`src/source/stats_regs_pkg.sv`:
```
// Port statistics register block
// Shared register map, widths and the APB word address decode

package stats_regs_pkg;

    //////////////////////////////
    // Widths
    //////////////////////////////

    localparam int data_w = 32;
    localparam int addr_w = 12;

    // Word address after the byte offset is dropped
    localparam int word_w = addr_w - 2;

    localparam int port_w = 2;
    localparam int slot_w = 2;

    typedef logic [data_w-1:0] data_t;

    //////////////////////////////
    // Register map
    //////////////////////////////

    // Counter words per port, in slot order
    localparam int slots_per_port = 4;
    localparam int slot_pkt       = 0;
    localparam int slot_byte      = 1;
    localparam int slot_err       = 2;
    localparam int slot_drop      = 3;

    // Control region word indices
    localparam int addr_port_en_con   = 0;
    localparam int addr_port_en_state = 1;
    localparam int addr_params        = 2;
    localparam int addr_cnt_con       = 3;

    localparam int cnt_region_base = 16;
    localparam int cnt_region_id   = cnt_region_base >> (port_w + slot_w);

    // One word address seen as a flat index or as port and slot of a counter
    typedef union packed {
        logic [word_w-1:0] flat;
        struct packed {
            logic [word_w-port_w-slot_w-1:0] region;
            logic [port_w-1:0]               port;
            logic [slot_w-1:0]               slot;
        } cnt;
    } reg_addr_u;

endpackage

```
`src/source/apb_slave_fsm.sv`:
```
// APB access FSM with one fixed wait state
// Drives pready, pslverr and the single-cycle read and write strobes

`timescale 1ns/10ps

module apb_slave_fsm (
    input  logic core_clk_ifc,
    input  logic peripheral_sresetn_core,
    input  logic psel,
    input  logic penable,
    input  logic pwrite,
    input  logic addr_ok,
    output logic pready,
    output logic pslverr,
    output logic wr_stb,
    output logic rd_stb
);

    // State codes
    localparam logic [1:0] st_idle    = 2'd0;
    localparam logic [1:0] st_wait    = 2'd1;
    localparam logic [1:0] st_respond = 2'd2;

    logic [1:0] state;
    logic [1:0] state_nxt;

    //////////////////////////////
    // Next state
    //////////////////////////////

    always_comb begin
        state_nxt = state;
        case (state)
            st_idle: begin
                // Setup phase seen
                if (psel && !penable) begin
                    state_nxt = st_wait;
                end
            end
            st_wait: begin
                if (!psel) begin
                    state_nxt = st_idle;
                end else if (penable) begin
                    state_nxt = st_respond;
                end
            end
            st_respond: begin
                state_nxt = st_idle;
            end
            default: begin
                state_nxt = st_idle;
            end
        endcase
    end

    always_ff @(posedge core_clk_ifc) begin
        if (!peripheral_sresetn_core) begin
            state <= st_idle;
        end else begin
            state <= state_nxt;
        end
    end

    //////////////////////////////
    // Outputs
    //////////////////////////////

    // Second access cycle completes the transfer
    assign pready  = (state == st_respond);
    assign pslverr = pready && !addr_ok;
    assign wr_stb  = pready && pwrite;
    assign rd_stb  = pready && !pwrite;

endmodule

```
`src/source/drop_event_counter.sv`:
```
// Buffer-full drop counters, one per port
// Counts rising edges of the drop strobe and restarts at each snapshot

`timescale 1ns/10ps

module drop_event_counter
    import stats_regs_pkg::*;
#(
    parameter int NUM_PORTS = 4
) (
    input  logic                 core_clk_ifc,
    input  logic                 peripheral_sresetn_core,
    input  logic [NUM_PORTS-1:0] buf_full_drop,
    input  logic [NUM_PORTS-1:0] snap_take,
    output data_t                drop_count [NUM_PORTS]
);

    logic [NUM_PORTS-1:0] drop_q;
    logic [NUM_PORTS-1:0] drop_rise;

    assign drop_rise = buf_full_drop & ~drop_q;

    always_ff @(posedge core_clk_ifc) begin
        if (!peripheral_sresetn_core) begin
            drop_q <= '0;
            for (int p = 0; p < NUM_PORTS; p++) begin
                drop_count[p] <= '0;
            end
        end else begin
            drop_q <= buf_full_drop;
            for (int p = 0; p < NUM_PORTS; p++) begin
                if (snap_take[p]) begin
                    // Edge in the snapshot cycle belongs to the new period
                    drop_count[p] <= drop_rise[p] ? data_t'(1) : '0;
                end else if (drop_rise[p]) begin
                    drop_count[p] <= drop_count[p] + 1'b1;
                end
            end
        end
    end

endmodule

```
`src/source/snapshot_bank.sv`:
```
// Counter snapshot bank
// Freezes the packet, byte, error and drop counts of a port on request

`timescale 1ns/10ps

module snapshot_bank
    import stats_regs_pkg::*;
#(
    parameter int NUM_PORTS = 4
) (
    input  logic                 core_clk_ifc,
    input  logic                 peripheral_sresetn_core,
    input  logic [NUM_PORTS-1:0] sample_req,
    input  data_t                pkt_count [NUM_PORTS],
    input  data_t                byte_count [NUM_PORTS],
    input  data_t                err_count [NUM_PORTS],
    input  data_t                drop_count [NUM_PORTS],
    output logic [NUM_PORTS-1:0] snap_take,
    input  logic [port_w-1:0]    snap_port,
    input  logic [slot_w-1:0]    snap_slot,
    output data_t                snap_word
);

    logic [NUM_PORTS-1:0] req_q;
    logic [NUM_PORTS-1:0] req_qq;

    data_t frozen [NUM_PORTS][slots_per_port];

    //////////////////////////////
    // Request edge detection
    //////////////////////////////

    always_ff @(posedge core_clk_ifc) begin
        if (!peripheral_sresetn_core) begin
            req_q  <= '0;
            req_qq <= '0;
        end else begin
            req_q  <= sample_req;
            req_qq <= req_q;
        end
    end

    // Rising bit of the registered request
    assign snap_take = req_q & ~req_qq;

    //////////////////////////////
    // Frozen words
    //////////////////////////////

    always_ff @(posedge core_clk_ifc) begin
        if (!peripheral_sresetn_core) begin
            for (int p = 0; p < NUM_PORTS; p++) begin
                for (int s = 0; s < slots_per_port; s++) begin
                    frozen[p][s] <= '0;
                end
            end
        end else begin
            for (int p = 0; p < NUM_PORTS; p++) begin
                if (snap_take[p]) begin
                    frozen[p][slot_pkt]  <= pkt_count[p];
                    frozen[p][slot_byte] <= byte_count[p];
                    frozen[p][slot_err]  <= err_count[p];
                    frozen[p][slot_drop] <= drop_count[p];
                end
            end
        end
    end

    // Ports beyond the configured count read as zero
    always_comb begin
        snap_word = '0;
        if (int'(snap_port) < NUM_PORTS) begin
            snap_word = frozen[snap_port][snap_slot];
        end
    end

endmodule

```
`src/source/ctrl_regs.sv`:
```
// Control, state and parameter registers of the statistics block
// Decodes the APB address and selects the read data

`timescale 1ns/10ps

module ctrl_regs
    import stats_regs_pkg::*;
#(
    parameter int NUM_PORTS = 4,
    parameter int MTU_BYTES = 5000
) (
    input  logic                 core_clk_ifc,
    input  logic                 peripheral_sresetn_core,
    input  logic [addr_w-1:0]    paddr,
    input  data_t                pwdata,
    input  logic                 wr_stb,
    input  logic                 rd_stb,
    output logic                 addr_ok,
    output logic [NUM_PORTS-1:0] port_enable,
    output logic [NUM_PORTS-1:0] sample_req,
    output logic [port_w-1:0]    snap_port,
    output logic [slot_w-1:0]    snap_slot,
    input  data_t                snap_word,
    output data_t                prdata
);

    reg_addr_u addr;
    logic      ctrl_hit;
    logic      cnt_hit;
    data_t     params_word;
    data_t     rd_mux;

    logic [NUM_PORTS-1:0] port_enable_con;
    logic [NUM_PORTS-1:0] port_enable_state;
    logic [NUM_PORTS-1:0] cnt_con;

    //////////////////////////////
    // Address decode
    //////////////////////////////

    assign addr     = paddr[addr_w-1:2];
    assign ctrl_hit = addr.flat <= word_w'(addr_cnt_con);
    assign cnt_hit  = (addr.cnt.region == cnt_region_id) && (int'(addr.cnt.port) < NUM_PORTS);
    assign addr_ok  = ctrl_hit || cnt_hit;

    assign snap_port = addr.cnt.port;
    assign snap_slot = addr.cnt.slot;

    //////////////////////////////
    // Registers
    //////////////////////////////

    always_ff @(posedge core_clk_ifc) begin
        if (!peripheral_sresetn_core) begin
            port_enable_con   <= '1;
            port_enable_state <= '1;
            cnt_con           <= '0;
        end else begin
            port_enable_state <= port_enable_con;
            // Only the two control words are writable
            if (wr_stb && ctrl_hit) begin
                case (int'(addr.flat))
                    addr_port_en_con: port_enable_con <= pwdata[NUM_PORTS-1:0];
                    addr_cnt_con:     cnt_con         <= pwdata[NUM_PORTS-1:0];
                    default: ;
                endcase
            end
        end
    end

    assign port_enable = port_enable_state;
    assign sample_req  = cnt_con;

    // Port count in the low byte, MTU in the upper half
    assign params_word = {16'(MTU_BYTES), 8'h00, 8'(NUM_PORTS)};

    //////////////////////////////
    // Read data
    //////////////////////////////

    always_comb begin
        rd_mux = '0;
        if (ctrl_hit) begin
            case (int'(addr.flat))
                addr_port_en_con:   rd_mux[NUM_PORTS-1:0] = port_enable_con;
                addr_port_en_state: rd_mux[NUM_PORTS-1:0] = port_enable_state;
                addr_params:        rd_mux = params_word;
                addr_cnt_con:       rd_mux[NUM_PORTS-1:0] = cnt_con;
                default: ;
            endcase
        end else if (cnt_hit) begin
            rd_mux = snap_word;
        end
    end

    // Driven only in the completing read cycle
    assign prdata = rd_stb ? rd_mux : '0;

endmodule

```
`src/source/port_stats_regs.sv`:
```
// Ingress per-port statistics register block on APB
// Port enables, counter snapshots and buffer-full drop counts

`timescale 1ns/10ps

module port_stats_regs
    import stats_regs_pkg::*;
#(
    parameter int NUM_PORTS = 4,
    parameter int MTU_BYTES = 5000
) (
    input  logic                 core_clk_ifc,
    input  logic                 peripheral_sresetn_core,
    // APB slave
    input  logic [addr_w-1:0]    paddr,
    input  logic                 psel,
    input  logic                 penable,
    input  logic                 pwrite,
    input  data_t                pwdata,
    output data_t                prdata,
    output logic                 pready,
    output logic                 pslverr,
    // Port side
    output logic [NUM_PORTS-1:0] port_enable,
    input  data_t                pkt_count [NUM_PORTS],
    input  data_t                byte_count [NUM_PORTS],
    input  data_t                err_count [NUM_PORTS],
    input  logic [NUM_PORTS-1:0] buf_full_drop
);

    logic                 wr_stb;
    logic                 rd_stb;
    logic                 addr_ok;
    logic [NUM_PORTS-1:0] sample_req;
    logic [NUM_PORTS-1:0] snap_take;
    logic [port_w-1:0]    snap_port;
    logic [slot_w-1:0]    snap_slot;
    data_t                snap_word;
    data_t                drop_count [NUM_PORTS];

    apb_slave_fsm i_apb_slave_fsm (
        .core_clk_ifc            (core_clk_ifc),
        .peripheral_sresetn_core (peripheral_sresetn_core),
        .psel                    (psel),
        .penable                 (penable),
        .pwrite                  (pwrite),
        .addr_ok                 (addr_ok),
        .pready                  (pready),
        .pslverr                 (pslverr),
        .wr_stb                  (wr_stb),
        .rd_stb                  (rd_stb)
    );

    ctrl_regs #(
        .NUM_PORTS (NUM_PORTS),
        .MTU_BYTES (MTU_BYTES)
    ) i_ctrl_regs (
        .core_clk_ifc            (core_clk_ifc),
        .peripheral_sresetn_core (peripheral_sresetn_core),
        .paddr                   (paddr),
        .pwdata                  (pwdata),
        .wr_stb                  (wr_stb),
        .rd_stb                  (rd_stb),
        .addr_ok                 (addr_ok),
        .port_enable             (port_enable),
        .sample_req              (sample_req),
        .snap_port               (snap_port),
        .snap_slot               (snap_slot),
        .snap_word               (snap_word),
        .prdata                  (prdata)
    );

    snapshot_bank #(
        .NUM_PORTS (NUM_PORTS)
    ) i_snapshot_bank (
        .core_clk_ifc            (core_clk_ifc),
        .peripheral_sresetn_core (peripheral_sresetn_core),
        .sample_req              (sample_req),
        .pkt_count               (pkt_count),
        .byte_count              (byte_count),
        .err_count               (err_count),
        .drop_count              (drop_count),
        .snap_take               (snap_take),
        .snap_port               (snap_port),
        .snap_slot               (snap_slot),
        .snap_word               (snap_word)
    );

    drop_event_counter #(
        .NUM_PORTS (NUM_PORTS)
    ) i_drop_event_counter (
        .core_clk_ifc            (core_clk_ifc),
        .peripheral_sresetn_core (peripheral_sresetn_core),
        .buf_full_drop           (buf_full_drop),
        .snap_take               (snap_take),
        .drop_count              (drop_count)
    );

endmodule

```
`config.mk`:
```
export PLATFORM = sky130hd
export DESIGN_NAME = port_stats_regs
export DESIGN_NICKNAME = d
export VERILOG_FILES = /design/src/source/stats_regs_pkg.sv /design/src/source/apb_slave_fsm.sv /design/src/source/drop_event_counter.sv /design/src/source/snapshot_bank.sv /design/src/source/ctrl_regs.sv /design/src/source/port_stats_regs.sv
export SDC_FILE = /design/constraint.sdc
export NUM_CORES = 1
export LEC_CHECK = 0
export BUFFER_PORTS_ARGS = -buffer_cell sky130_fd_sc_hd__buf_4
export CAP_MARGIN = 5
export CORE_ASPECT_RATIO = 1.2
export CORE_UTILIZATION = 40
export CTS_CLUSTER_SIZE = 8
export DETAILED_ROUTE_END_ITERATION = 8
export MAX_ROUTING_LAYER = met4
export SETUP_SLACK_MARGIN = 0.2
export SLEW_MARGIN = 20
export SYNTH_ARGS = -nofsm -noshare
export SYNTH_HDL_FRONTEND = slang
export SYNTH_HIERARCHICAL = 1
export SYNTH_SLANG_ARGS = --single-unit
```
`constraint.sdc`:
```
create_clock -name core_clk_ifc -period 5.45 [get_ports core_clk_ifc]
set_input_delay 1.09 -clock core_clk_ifc [delete_from_list [all_inputs] [get_ports core_clk_ifc]]
set_output_delay 1.09 -clock core_clk_ifc [all_outputs]
set_load 0.02 [all_outputs]
```
==> results.json, run 1 <==
{
  "setup_viol_count_final": 0,
  "post-dp-hpwl_mm": 70.5,
  "grt_setup_unrepaired": "no",
  "yosysUniqueCellTypes": 65,
  "antenna_left": 0,
  "worst_setup_hold_path_clk_slew_ns": 0.05,
  "max_slew.worst_pin.slew_ns": 1.04,
  "final_max_slew_viol_count": 0,
  "initial_utilization_pct": 40.5,
  "cts_htree_levels": 3,
  "hold_path_end": "i_apb_slave_fsm/state[1]$_SDFFE_PN0P_",
  "clkLatencyLatePin_ns": 0.65,
  "critical_path.reg2reg.startpoint": "i_snapshot_bank/req_q[1]$_SDFF_PN0_",
  "vdd_ir_drop_max_uv": 231,
  "clock-sinks": 666,
  "yosys.area.top_type": "edfxtp_1",
  "worst_min_delay_path_class": "register to register",
  "chain_of_cells_forming_the_critical_path": "buf_8 -> buf_4 -> mux4_2 -> a22oi_1 -> nand2_1 -> nand2_1 -> a21oi_1 -> buf_4",
  "post-route-period-util_pct": 86.4,
  "crit_required_ns": 4.36,
  "post-cts-setup-buffer-count": 0,
  "cp-end-kind": "output pin",
  "final_area_um2": 37500,
  "drt-total-wl_mm": 101,
  "layout-area-overhead-vs-synth_pct": 23.0,
  "nNetsFinal": 3181,
  "fin_hold_ws_ns": 0.438,
  "final_hold_viol_count": 0,
  "pwr_density_cell_nw_per_um2": 313,
  "avgSynthCellArea_um2": 13.2,
  "num_rows": 110,
  "grt_first_pass_wirelength_mm": 147,
  "preCtsSetupSlack_ns": 0.659,
  "die_width_um": 254,
  "gp_routability_congestion": 0.970,
  "cts-root-to-sink-buffers": 3,
  "rr_worst_depth": 3,
  "worst_path_max_delay_cell": "mux4_2",
  "clockRootBuffer": "clkbuf_16",
  "mappedNetlistArea_um2": 30500,
  "port_buffers": 444,
  "final.setup.tns_ns": 0,
  "critical_path_arrival_ns": 3.62,
  "grt_max_degree": 104,
  "yosysTopAreaCellShare_pct": 50.4,
  "hold_path.startpoint": "i_apb_slave_fsm/state[0]$_SDFFE_PN0P_",
  "postPlaceCellArea_um2": 34900,
  "floorplan.die.height_um": 305,
  "timing.critical_path.fanout_max": 63,
  "grt_antenna_before_repair": 8,
  "ioPinCount": 475,
  "firstDrtPassIters": 5,
  "worst_clock_skew_ns": 0.0305,
  "proportion_of_layout_cells_with_a_drive_suffix_above_1_pct": 27.1,
  "routedWlPerCell_um": 26.6,
  "placeableCoreArea_um2": 75300,
  "drt-initial-drc-count": 2088,
  "number_of_global_route_vias_before_repair": 21700,
  "run_status": "completed",
  "synth_fp_nets": 2761,
  "netlist_top_cells_area": "edfxtp_1 50%, dfxtp_1 10%, mux4_2 9.4%",
  "setup.worst_path.start_class": "input pin",
  "yosys_warnings": 6,
  "critical_path.max_stage_delay_ns": 0.53,
  "crit-reg2reg-capture": "i_snapshot_bank/frozen[1][38]$_SDFFCE_PN0P_",
  "fin_crit_ns": 4.71,
  "yosysSeqAreaShare_pct": 60.5,
  "global_route.usage.total_pct": 26.6,
  "max_cap_viol_count": 0,
  "gr-total-overflow": 0,
  "postSynth.asyncResetShare_pct": 0,
  "routed-via-count": 21600,
  "clock.fmax_mhz": 212,
  "die_area_um2": 77400,
  "holdPathStages": 2,
  "viasPerCell": 5.68,
  "static-leakage-power_nw": 14.2,
  "tritoncts.num_buffers": 93,
  "cts-resized-gates": 0,
  "power_after_layout_w": 0.0117,
  "cts-hold-fix-buffers": 0,
  "synth_top_flop_cell": "edfxtp_1",
  "synth_seq_cells": 666,
  "final.setup.worst_slack_ns": 0.740,
  "max_slew_headroom_pct": 30.6,
  "drcViolationCount": 0,
  "tritoncts": "done",
  "number_of_synthesized_flops_with_an_enable_pin": 512,
  "postSynthCellCount": 2319,
  "crit_type": "input pin to output pin",
  "timing.reg2reg.setup_slack_ns": 2.78
}
cell usage after synthesis, types with 13 or more instances:
cell type / n
edfxtp_1: 512
and2_1: 427
dfxtp_1: 154
and3_1: 143
mux4_2: 128
clkbuf_1: 126
nand2_1: 122
a21oi_1: 74
a22oi_1: 67
nand3_1: 50
nand4_1: 50
nor2_1: 48
or4_1: 44
o31ai_1: 38
nand2b_1: 35
o21ai_0: 23
nor4_1: 22
xor2_1: 22
mux2i_1: 20
inv_1: 19
and4_1: 16
or3_1: 16
xnor2_1: 16
nor2b_1: 15
buf_4: 13
registers in the layout (all words and copies together) (netlist names):
name and count:
i_drop_event_counter/drop_count 128, i_snapshot_bank/frozen 512, i_snapshot_bank/req_qq 4, i_drop_event_counter/drop_q 4, i_apb_slave_fsm/state 2, i_ctrl_regs/port_enable_con 4, i_snapshot_bank/req_q 4, i_ctrl_regs/port_enable 4
i_ctrl_regs/sample_req 4
power breakdown:
group	leakage (nW)	total (W)	internal [W]	switching [W]
registers	6.44	0.00567	0.00561	0.0000609
clock network	1.25	0.00528	0.00314	0.00215
logic	6.54	0.000782	0.000374	0.000408
logic make-up after synthesis:
family	Yosys count	share of synthesized area (%)
muxes	153	10.3
adders and majority gates	5	0.205
xor gates and xnor gates	38	1.09
and+or+nand+nor	1031	20.2
DFF	666	60.5
buffers and inverters	186	2.53
AOI/OAI and AO/OA	240	5.22
cell usage in the layout (no fill, tap or decap), drive strengths merged, types with 3 or more instances in the layout:
cell type	count
diode	7
nor4	23
nor3	12
or3	16
or4	47
nand2b	36
nand4	51
and4	17
nand3b	3
xnor2	16
o21a	6
nor2b	15
dfxtp	154
o311ai	3
o41ai	9
edfxtp	512
or4b	7
a22oi	67
o31ai	38
ha	5
clkbuf	140
buf	491
and4b	5
o21ai	24
clkinv	5
nor2	49
and3	144
mux2	5
mux4	128
o2111ai	6
mux2i	20
nand3	50
a21oi	74
nand2	122
xor2	22
and2	427
inv	22
layer usage:
metal / global-route usage, % / wire [um] / up-vias
met5: - / 0 / -
met4: 7.89 / 2560 / 0
met3: 5.81 / 8460 / 128
met2: 43.6 / 50600 / 934
met1: 32.9 / 39600 / 10900
li1: - / - / 9617
stage by stage:
step                std cells  utilization [%]
floorplan                2319                -
global placement         3652             46.4
detailed placement       3652             46.4
CTS                      3799             49.8
global route             3806             49.9
finish                   3806             49.9
worst max-delay path: cells and delay by family:
family | cells | cell delay [ns]
buffers and inverters | 3 | 0.98
muxes | 1 | 0.53
AOI/OAI and AO/OA | 2 | 0.52
and+or+nand+nor | 2 | 0.23
worst max-delay path by stage:
stage	start	end	slack (ns)	depth (start not counted)
3_3_place_gp	paddr[4]	prdata[16]	0.68	7
5_1_grt	paddr[4]	prdata[16]	0.59	7
2_1_floorplan	peripheral_sresetn_core	i_snapshot_bank/frozen[3][0]$_SDFFCE_PN0P_	0.74	2
3_5_place_dp	paddr[4]	prdata[16]	0.66	7
4_1_cts	paddr[4]	prdata[16]	0.64	7
6_report	paddr[4]	prdata[23]	0.74	8
cell type report:
type | count | area [um^2]
clock buffers | 140 | 2500
clock inverters | 7 | 115
fillers | 6599 | 37700
diodes | 7 | 17.5
inverters | 20 | 75.1
well taps | 1008 | 1260
flip-flops and latches | 666 | 18500
multi-input cells | 1467 | 11300
repair buffers | 491 | 3760
Note: power is estimated with default switching activity, not from simulation.
==> run 2, diff against run 1 <==
--- a/config.mk
+++ b/config.mk
@@ -13,7 +13,6 @@
 export DETAILED_ROUTE_END_ITERATION = 8
 export MAX_ROUTING_LAYER = met4
 export SETUP_SLACK_MARGIN = 0.2
-export SLEW_MARGIN = 20
 export SYNTH_ARGS = -nofsm -noshare
 export SYNTH_HDL_FRONTEND = slang
 export SYNTH_HIERARCHICAL = 1
==> constraint.sdc (replaced) <==
create_clock -name core_clk_ifc -period 5.3 [get_ports core_clk_ifc]
set_input_delay 1.06 -clock core_clk_ifc [delete_from_list [all_inputs] [get_ports core_clk_ifc]]
set_output_delay 1.06 -clock core_clk_ifc [all_outputs]
set_load 0.02 [all_outputs]
==> run 2 against run 1 <==
Compared with the run above:
- clock skew rose by 0.0025 ns
- non-clock buffer count fell by 4
- die area did not move
- sequential power is 3% higher
- final area barely moved
- register-to-register slack got worse by 0.63 ns
==> results.json, run 2 (same netlist as run 1, synthesis figures left out) <==
{
  "max_flop_register": "i_snapshot_bank/frozen",
  "tritoncts": "done",
  "viasPerCell": 5.75,
  "tritoncts.num_buffers": 93,
  "preCtsSetupSlack_ns": 0.766,
  "rr_worst_depth": 5,
  "dr_wl_met3_mm": 8.35,
  "final_max_slew_viol_count": 0,
  "post-dp-hpwl_mm": 69.8,
  "firstDrtPassIters": 5,
  "final.setup.tns_ns": 0,
  "die_width_um": 254,
  "setup_viol_count_final": 0,
  "critical_path.reg2reg.startpoint": "i_snapshot_bank/req_q[2]$_SDFF_PN0_",
  "placeableCoreArea_um2": 75300,
  "detailroute.wirelength.met2_mm": 50.4,
  "proportion_of_layout_cells_with_a_drive_suffix_above_1_pct": 26.9,
  "crit_type": "input pin to output pin",
  "grt_max_degree": 135,
  "detail_route.wirelength.met1_mm": 39.5,
  "crit-reg2reg-capture": "i_drop_event_counter/drop_count[62]$_SDFFE_PN0P_",
  "post-route-util_pct": 49.9,
  "floorplan.die.height_um": 305,
  "grt_setup_unrepaired": "no",
  "routedWlPerCell_um": 26.7,
  "setup.worst_path.start_class": "input pin",
  "antenna_left": 0,
  "layout-area-overhead-vs-synth_pct": 23.0,
  "largest_reg_flops": 512,
  "num_rows": 110,
  "post-route-period-util_pct": 85.9,
  "run_status": "completed",
  "ioPinCount": 475,
  "port_buffers": 444,
  "most_frequent_cells_in_the_layout": "512 x edfxtp_1, 479 x buf_4, 427 x and2_1, 154 x dfxtp_1, 143 x and3_1",
  "final_area_um2": 37500,
  "pwr_density_cell_nw_per_um2": 323,
  "area.sequential_um2": 18500,
  "dr.max_layer_used": "met4",
  "routed-via-count": 21900,
  "cts-root-to-sink-buffers": 3,
  "clock-sinks": 666,
  "die_area_um2": 77400,
  "gp_routability_congestion": 0.910,
  "clockRootBuffer": "clkbuf_16",
  "grt_antenna_before_repair": 12,
  "post-cts-setup-buffer-count": 0,
  "static-leakage-power_nw": 14.2,
  "max_slew.worst_pin.slew_ns": 1.25,
  "drcViolationCount": 0,
  "total_area_of_multi_input_combinational_cells_um2": 11300,
  "worst_clock_skew_ns": 0.0330,
  "critical_path.startpoint": "paddr[4]",
  "fin_hold_ws_ns": 0.449,
  "vdd_ir_drop_max_uv": 243,
  "clock.fmax_mhz": 220,
  "layout_commonest_cell": "edfxtp_1",
  "cts-resized-gates": 0,
  "timing.critical_path.fanout_max": 42,
  "grt_first_pass_wirelength_mm": 147,
  "postPlaceCellArea_um2": 34900,
  "global_route.usage.total_pct": 26.6,
  "worst_min_delay_path_class": "register to register",
  "fin_crit_ns": 4.55,
  "worst_setup_endpoint": "prdata[4]",
  "max_slew_headroom_pct": 16.6,
  "worst_setup_hold_path_clk_slew_ns": 0.06,
  "clkLatencyLatePin_ns": 0.65,
  "max_cap_viol_count": 0,
  "largest_registers": "i_snapshot_bank/frozen (512), i_drop_event_counter/drop_count (128)",
  "drt-initial-drc-count": 2176,
  "final.setup.worst_slack_ns": 0.749,
  "number_of_global_route_vias_before_repair": 21900,
  "initial_utilization_pct": 40.5,
  "critical_path_arrival_ns": 3.49,
  "nNetsFinal": 3177,
  "timing.reg2reg.setup_slack_ns": 2.15,
  "filler_cell_count": 6509,
  "cp-end-kind": "output pin",
  "drt-total-wl_mm": 102,
  "crit_required_ns": 4.24,
  "gr-total-overflow": 0,
  "cts-hold-fix-buffers": 0,
  "cts_htree_levels": 3,
  "final_hold_viol_count": 0
}
## run 2: how the worst min path moves through the flow
stage,endpoint,depth (start not counted),from
3_5_place_dp,i_apb_slave_fsm/state[1]$_SDFFE_PN0P_,2,i_apb_slave_fsm/state[0]$_SDFFE_PN0P_
2_1_floorplan,i_apb_slave_fsm/state[1]$_SDFFE_PN0P_,2,i_apb_slave_fsm/state[0]$_SDFFE_PN0P_
3_3_place_gp,i_apb_slave_fsm/state[1]$_SDFFE_PN0P_,2,i_apb_slave_fsm/state[0]$_SDFFE_PN0P_
5_1_grt,i_apb_slave_fsm/state[1]$_SDFFE_PN0P_,2,i_apb_slave_fsm/state[0]$_SDFFE_PN0P_
4_1_cts,i_apb_slave_fsm/state[1]$_SDFFE_PN0P_,2,i_apb_slave_fsm/state[0]$_SDFFE_PN0P_
6_report,i_apb_slave_fsm/state[1]$_SDFFE_PN0P_,2,i_apb_slave_fsm/state[0]$_SDFFE_PN0P_
## run 2: stage by stage
step,instances,total power (W)
after global placement,3648,0.00673
after detailed placement,3648,0.00674
final,3809,0.0121
after global routing,3808,0.0125
after floorplan,2319,0.00627
after CTS,3798,0.0122
## run 2: area by class of cell
class | instances | area share (%)
clock inverters | 4 | 0.143
well taps | 1008 | 3.36
clock buffers | 146 | 6.84
inverters | 20 | 0.200
diodes | 11 | 0.0733
repair buffers | 487 | 9.97
flip-flops and latches | 666 | 49.2
multi-input cells | 1467 | 30.2
## run 2: critical path, cell delays in order
cell and delay [ns]:
buf_8 0.34, buf_12 0.27, mux4_2 0.56, a22oi_1 0.67
nand2_1 0.09, and2_1 0.17, buf_4 0.16
## run 2: metal layers
layer | up-vias | track usage, %
met3 | 168 | 5.47
met1 | 11200 | 32.3
met5 | - | -
li1 | 9595 | -
met2 | 983 | 43.8
met4 | 0 | 9.37
## run 2: power breakdown
part	total, W	internal, W	switching [W]
Combinational	0.000807	0.000384	0.000423
Clock	0.00549	0.00328	0.00221
Sequential	0.00583	0.00577	0.0000668
